===== src/mem_init.hex =====
// one 128-bit memory word per line, memory word address 0 first
// each 32-bit field is e0 aa 5b aa with aa the core word address, highest address leftmost
e0035b03e0025b02e0015b01e0005b00
e0075b07e0065b06e0055b05e0045b04
e00b5b0be00a5b0ae0095b09e0085b08
e00f5b0fe00e5b0ee00d5b0de00c5b0c
e0135b13e0125b12e0115b11e0105b10
e0175b17e0165b16e0155b15e0145b14
e01b5b1be01a5b1ae0195b19e0185b18
e01f5b1fe01e5b1ee01d5b1de01c5b1c
e0235b23e0225b22e0215b21e0205b20
e0275b27e0265b26e0255b25e0245b24
e02b5b2be02a5b2ae0295b29e0285b28
e02f5b2fe02e5b2ee02d5b2de02c5b2c
e0335b33e0325b32e0315b31e0305b30
e0375b37e0365b36e0355b35e0345b34
e03b5b3be03a5b3ae0395b39e0385b38
e03f5b3fe03e5b3ee03d5b3de03c5b3c
e0435b43e0425b42e0415b41e0405b40
e0475b47e0465b46e0455b45e0445b44
e04b5b4be04a5b4ae0495b49e0485b48
e04f5b4fe04e5b4ee04d5b4de04c5b4c
e0535b53e0525b52e0515b51e0505b50
e0575b57e0565b56e0555b55e0545b54
e05b5b5be05a5b5ae0595b59e0585b58
e05f5b5fe05e5b5ee05d5b5de05c5b5c
e0635b63e0625b62e0615b61e0605b60
e0675b67e0665b66e0655b65e0645b64
e06b5b6be06a5b6ae0695b69e0685b68
e06f5b6fe06e5b6ee06d5b6de06c5b6c
e0735b73e0725b72e0715b71e0705b70
e0775b77e0765b76e0755b75e0745b74
e07b5b7be07a5b7ae0795b79e0785b78
e07f5b7fe07e5b7ee07d5b7de07c5b7c

===== src/icache_cfg_pkg.sv =====
package icache_cfg_pkg;

    // instruction and line geometry
    localparam int inst_width = 32;
    localparam int line_bytes = 64;
    localparam int mem_data_w = 128;
    localparam int transfers_per_line = line_bytes * 8 / mem_data_w;
    localparam int words_per_line = line_bytes * 8 / inst_width;

    localparam int sets = 2;
    localparam int ways = 2;

    // core word address splits into tag, set index and word offset
    localparam int core_addr_w = 7;
    localparam int off_w = $clog2(words_per_line);
    localparam int beat_w = $clog2(transfers_per_line);
    localparam int idx_w = $clog2(sets);
    localparam int tag_w = core_addr_w - idx_w - off_w;
    localparam int way_w = $clog2(ways);
    localparam int lru_max = ways - 1;

    // memory side addresses whole 128-bit words
    localparam int mem_addr_w = core_addr_w - off_w + beat_w;

    typedef enum logic [1:0] {
        ic_reset,
        ic_ready,
        ic_miss
    } icache_state_t;

endpackage


===== src/mem_bus_pkg.sv =====
package mem_bus_pkg;

    // queue depth inside the memory model
    localparam int mem_queue_depth = 2;

    // core side carries word addresses and single instructions
    typedef struct packed {
        logic [icache_cfg_pkg::core_addr_w-1:0] addr;
    } core_req_t;

    typedef struct packed {
        logic [icache_cfg_pkg::inst_width-1:0] data;
    } core_rsp_t;

    // memory side moves one 128-bit beat per transfer
    typedef struct packed {
        logic [icache_cfg_pkg::mem_addr_w-1:0] addr;
    } mem_req_t;

    typedef struct packed {
        logic [icache_cfg_pkg::mem_data_w-1:0] data;
    } mem_rsp_t;

endpackage


===== src/rv_fifo.sv =====
`timescale 1ns/1ps

module rv_fifo #(
    parameter type payload_t = logic,
    parameter int  depth     = 2
) (
    input  logic     clk,
    input  logic     rst,
    input  logic     in_valid,
    output logic     in_ready,
    input  payload_t in_data,
    output logic     out_valid,
    input  logic     out_ready,
    output payload_t out_data
);
    localparam int ptr_w = (depth > 1) ? $clog2(depth) : 1;
    localparam int cnt_w = $clog2(depth + 1);

    payload_t         slots [depth];
    logic [ptr_w-1:0] wr_ptr;
    logic [ptr_w-1:0] rd_ptr;
    logic [cnt_w-1:0] count;
    logic             push;
    logic             pop;

    assign in_ready = (count != cnt_w'(depth));
    assign out_valid = (count != '0);
    assign out_data = slots[rd_ptr];
    assign push = in_valid && in_ready;
    assign pop = out_valid && out_ready;

    always_ff @(posedge clk) begin
        if (push) begin
            slots[wr_ptr] <= in_data;
        end
    end

    // pointers wrap explicitly so any depth works
    always_ff @(posedge clk) begin
        if (rst) begin
            wr_ptr <= '0;
            rd_ptr <= '0;
            count <= '0;
        end else begin
            if (push) begin
                wr_ptr <= (wr_ptr == ptr_w'(depth - 1)) ? '0 : wr_ptr + 1'b1;
            end
            if (pop) begin
                rd_ptr <= (rd_ptr == ptr_w'(depth - 1)) ? '0 : rd_ptr + 1'b1;
            end
            if (push && !pop) begin
                count <= count + 1'b1;
            end else if (pop && !push) begin
                count <= count - 1'b1;
            end
        end
    end

endmodule


===== src/main_mem.sv =====
`timescale 1ns/1ps

module main_mem
    import icache_cfg_pkg::*;
    import mem_bus_pkg::*;
(
    input  logic     clk,
    input  logic     rst,
    input  logic     req_valid,
    output logic     req_ready,
    input  mem_req_t req,
    output logic     rsp_valid,
    input  logic     rsp_ready,
    output mem_rsp_t rsp
);
    logic [mem_data_w-1:0] mem_arr [2**mem_addr_w];

    logic     q_valid;
    logic     q_ready;
    mem_req_t q_req;
    logic     rd_valid;
    logic     rd_ready;
    mem_rsp_t rd_data;

    initial begin
        $readmemh("/design/src/mem_init.hex", mem_arr);
    end

    rv_fifo #(
        .payload_t(mem_req_t),
        .depth    (mem_queue_depth)
    ) req_fifo_i (
        .clk      (clk),
        .rst      (rst),
        .in_valid (req_valid),
        .in_ready (req_ready),
        .in_data  (req),
        .out_valid(q_valid),
        .out_ready(q_ready),
        .out_data (q_req)
    );

    // read stage advances when empty or when its beat moves on
    assign q_ready = !rd_valid || rd_ready;

    always_ff @(posedge clk) begin
        if (rst) begin
            rd_valid <= 1'b0;
        end else if (q_ready) begin
            rd_valid <= q_valid;
        end
    end

    always_ff @(posedge clk) begin
        if (q_valid && q_ready) begin
            rd_data.data <= mem_arr[q_req.addr];
        end
    end

    rv_fifo #(
        .payload_t(mem_rsp_t),
        .depth    (mem_queue_depth)
    ) rsp_fifo_i (
        .clk      (clk),
        .rst      (rst),
        .in_valid (rd_valid),
        .in_ready (rd_ready),
        .in_data  (rd_data),
        .out_valid(rsp_valid),
        .out_ready(rsp_ready),
        .out_data (rsp)
    );

endmodule


===== config.mk =====
export PLATFORM = sky130hd
export DESIGN_NAME = main_mem
export DESIGN_NICKNAME = d
export VERILOG_FILES = /design/src/icache_cfg_pkg.sv /design/src/mem_bus_pkg.sv /design/src/rv_fifo.sv /design/src/main_mem.sv
export SDC_FILE = /design/constraint.sdc
export NUM_CORES = 1
export LEC_CHECK = 0
export BUFFER_PORTS_ARGS = -buffer_cell sky130_fd_sc_hd__buf_2
export CORE_MARGIN = 2
export CORE_UTILIZATION = 31
export DETAILED_ROUTE_END_ITERATION = 16
export PLACE_DENSITY = 0.88
export REMOVE_ABC_BUFFERS = 1
export SYNTH_ARGS = -nofsm -noshare
export SYNTH_HDL_FRONTEND = slang
export SYNTH_MEMORY_MAX_BITS = 65536
export SYNTH_SLANG_ARGS = --single-unit

===== constraint.sdc =====
create_clock -name clk -period 1.46 [get_ports clk]
set_input_delay 0.292 -clock clk [delete_from_list [all_inputs] [get_ports clk]]
set_output_delay 0.292 -clock clk [all_outputs]
set_load 0.02 [all_outputs]

==> out/metrics.yaml <==
floorplan:
  start_util_pct: 32.76
  die_w_um: 66.67
  boundaryPins: 139
  die_h_um: 66.67
  fp-row-count: 22
  die_area_um2: 4444
  coreArea_um2: 3716
drt:
  vias_per_cell: 2.596
  vias: 566
  drt_iter0_drc: 4
  wire_per_inst_um: 5.399
  first_pass_iters: 2
  ant_nets: 0
  drc: 0
  drt_wl_total_um: 1177
clock_network:
  clk_latency_ns: 0.22
  clock_sinks: 5
  post_cts_buffers: 0
  clk_pin_slew_ns: 0.04
  cts_tree: "done"
  clock-root-buffer: "clkbuf_8"
  htreeDepth: 1
  cts_made_buffers: 3
  clk_path_buf_depth: 2
power:
  swShare_pct: 49.07
  power.density_nw_per_um2: 1342
  seqPwrFrac_pct: 18.6
  power_leakage_nw: 0.5971
  clock_power_share_pct: 20.3
  ir_drop_mv: 0.7744
  switchingPower_w: 0.0006285
  power_frac_comb_pct: 61.0
  intPower_w: 0.0006524
critical_path:
  crit_path_max_fanout: 5
  cp.required_ns: 1.61
  crit_path_top_delay_cell: "or3_1"
  worstPathArrival_ns: 1.58
  crit_type: "flop to flop"
  end_kind: "flop"
  crit_buf_inv: 0
  critPathMaxStageDelay_ns: 0.37
  path_cells: "or2_4, nand2_2, ha_4, or3_1, a21oi_1"
  cp_top_family: "simple AND/OR/NAND/NOR gates"
  critPathLaunchType: "flop"
grt:
  grtUsageMet3_pct: 2.027
  track_usage_pct: 3.764
  grt.overflow.total: 0
  grt_pass1_wl_um: 1207
  grt_pass1_vias: 283
  antenna_found_initial: 0
  grtUsageMet1_pct: 3.749
  busiest_layer: "met2"
  met2_usage_pct: 5.750
  grt_max_degree: 6
timing:
  setup-tns-final_ns: 0
  hold_viol: 0
  fmax_mhz: 701.5
  rsz0062_at_grt: "yes"
  finalSetupViolCount: 0
  slew_violations: 0
  finalCritPeriodShare_pct: 97.64
  fin_crit_ns: 1.426
  fin_skew_ns: 0.001478
yosys:
  syn_avg_cell_area_um2: 7.705
  synthAdderAreaFrac_pct: 2.055
  synth-compound-area-share_pct: 3.083
  synthSimpleGateAreaFrac_pct: 4.214
  seq_area_frac_synth_pct: 8.222
  netlist_area_um2: 1217
  synth_xor_area_share_pct: 2.878
  synth_cell_types: 16
  ys_ff_latch: 5
  synth_cells: 158
  synthMuxAreaShare_pct: 0
  yosys_warnings: 0
  synth_top_family_by_area: "buffers and inverters"
job:
  maxCapViolCount: 0
cells_and_area:
  fill_cells: 427
  nets: 182
  antennaDiodeCount: 0
  final_cells: 218
  drive_above_1_share_pct: 14.12
  syn2layout_area_growth_pct: -21.58
placement:
  hpwl_um: 1041
  gp_congestion: 0.6096
  port_buffers: 5
  dp_cells: 214
outcome:
  outcome: "finished clean"
hold_path:
  hp-class: "input pin to flop"
-- final cells by class --
class,instances,area [µm²],share of cell area [%]
multi-input combinational,151,681.9,71.43
sequential,5,108.9,11.40
tap,48,60.06,6.291
timing repair buffer,9,55.05,5.767
clock buffer,4,45.04,4.718
inverter,1,3.754,0.3932
-- repair_timing --
action                                  CTS  global route
pin swaps                                 4             5
cloned                                    0             0
endpoints found under the setup margin    2             2
gates resized for setup                   2            14
hold buffers                              0             0
-- worst paths after layout --
kind	startpoint	to	slack (ns)	cells after the start
max	rsp_fifo_i.count[1]	rsp_fifo_i.count[1]	0.03	5
min	rst	req_fifo_i.count[1]	0.28	2
max reg2reg	rsp_fifo_i.count[1]	rsp_fifo_i.count[1]	0.03	5
min reg2reg	rd_valid	rd_valid	0.49	2
-- power by group through the flow --
stage	combinational, W	sequential (W)	clock (W)
2_1_floorplan	0.000530	0.000222	0
3_3_place_gp	0.000667	0.000213	0
3_5_place_dp	0.000682	0.000217	0
4_1_cts	0.000687	0.000219	0.000273
5_1_grt	0.000853	0.000246	0.000281
6_report	0.000782	0.000239	0.000260
-- metrics by stage --
step | total power, W | utilization [%] | area, µm² | hold slack, ns | setup WS (ns)
after floorplan | 0.0007525 | - | 733.2 | 0.3611 | -0.1601
after global placement | 0.0008806 | 22.83 | 848.3 | 0.4839 | -0.01167
after detailed placement | 0.0008994 | 22.83 | 848.3 | 0.5012 | -0.03529
after CTS | 0.001178 | 24.11 | 895.9 | 0.2805 | -0.0003275
after global routing | 0.001380 | 25.69 | 954.7 | 0.2895 | -0.007080
final | 0.001281 | 25.69 | 954.7 | 0.2841 | 0.03439
-- cell usage in the layout (no fill, tap or decap), drive strengths merged --
cell type	instances
a21boi	1
clkbuf	4
inv	1
nand2b	1
or3	2
nor2	3
and2	1
conb	128
nand3	1
nand2	1
dfxtp	5
o21ai	3
or2	1
a21oi	3
buf	9
ha	2
xor2	4
-- routing by layer --
metal	up-vias	wire (µm)
met2	70	602
met1	241	319
li1	253	-
met5	-	0
met3	2	239
met4	0	15
-- cell families after synthesis --
logic type / count (synthesis)
AOI/OAI and AO/OA: 7
DFF: 5
other: 1
xor gates and xnor gates: 4
and+or+nand+nor: 10
buffers and inverters: 129
adders and majority gates: 2
-- Yosys cell counts, drive strengths merged --
| cell type | instances | area share (%) |
|---|---|---|
| a21boi | 1 | 0.62 |
| a21oi | 3 | 1.2 |
| and2 | 1 | 0.51 |
| buf | 128 | 79 |
| conb | 1 | 0.31 |
| dfxtp | 5 | 8.2 |
| ha | 2 | 2.1 |
| inv | 1 | 0.31 |
| nand2 | 1 | 0.31 |
| nand2b | 1 | 0.51 |
| nand3 | 1 | 0.41 |
| nor2 | 3 | 0.92 |
| o21ai | 3 | 1.2 |
| or2 | 1 | 0.51 |
| or3 | 2 | 1.0 |
| xor2 | 4 | 2.9 |
-- registers in the layout (all words and copies together), names as in the netlist --
signal            cells
req_fifo_i.count      2
rsp_fifo_i.count      2
rd_valid              1
Power figures use the tool's default switching activity.
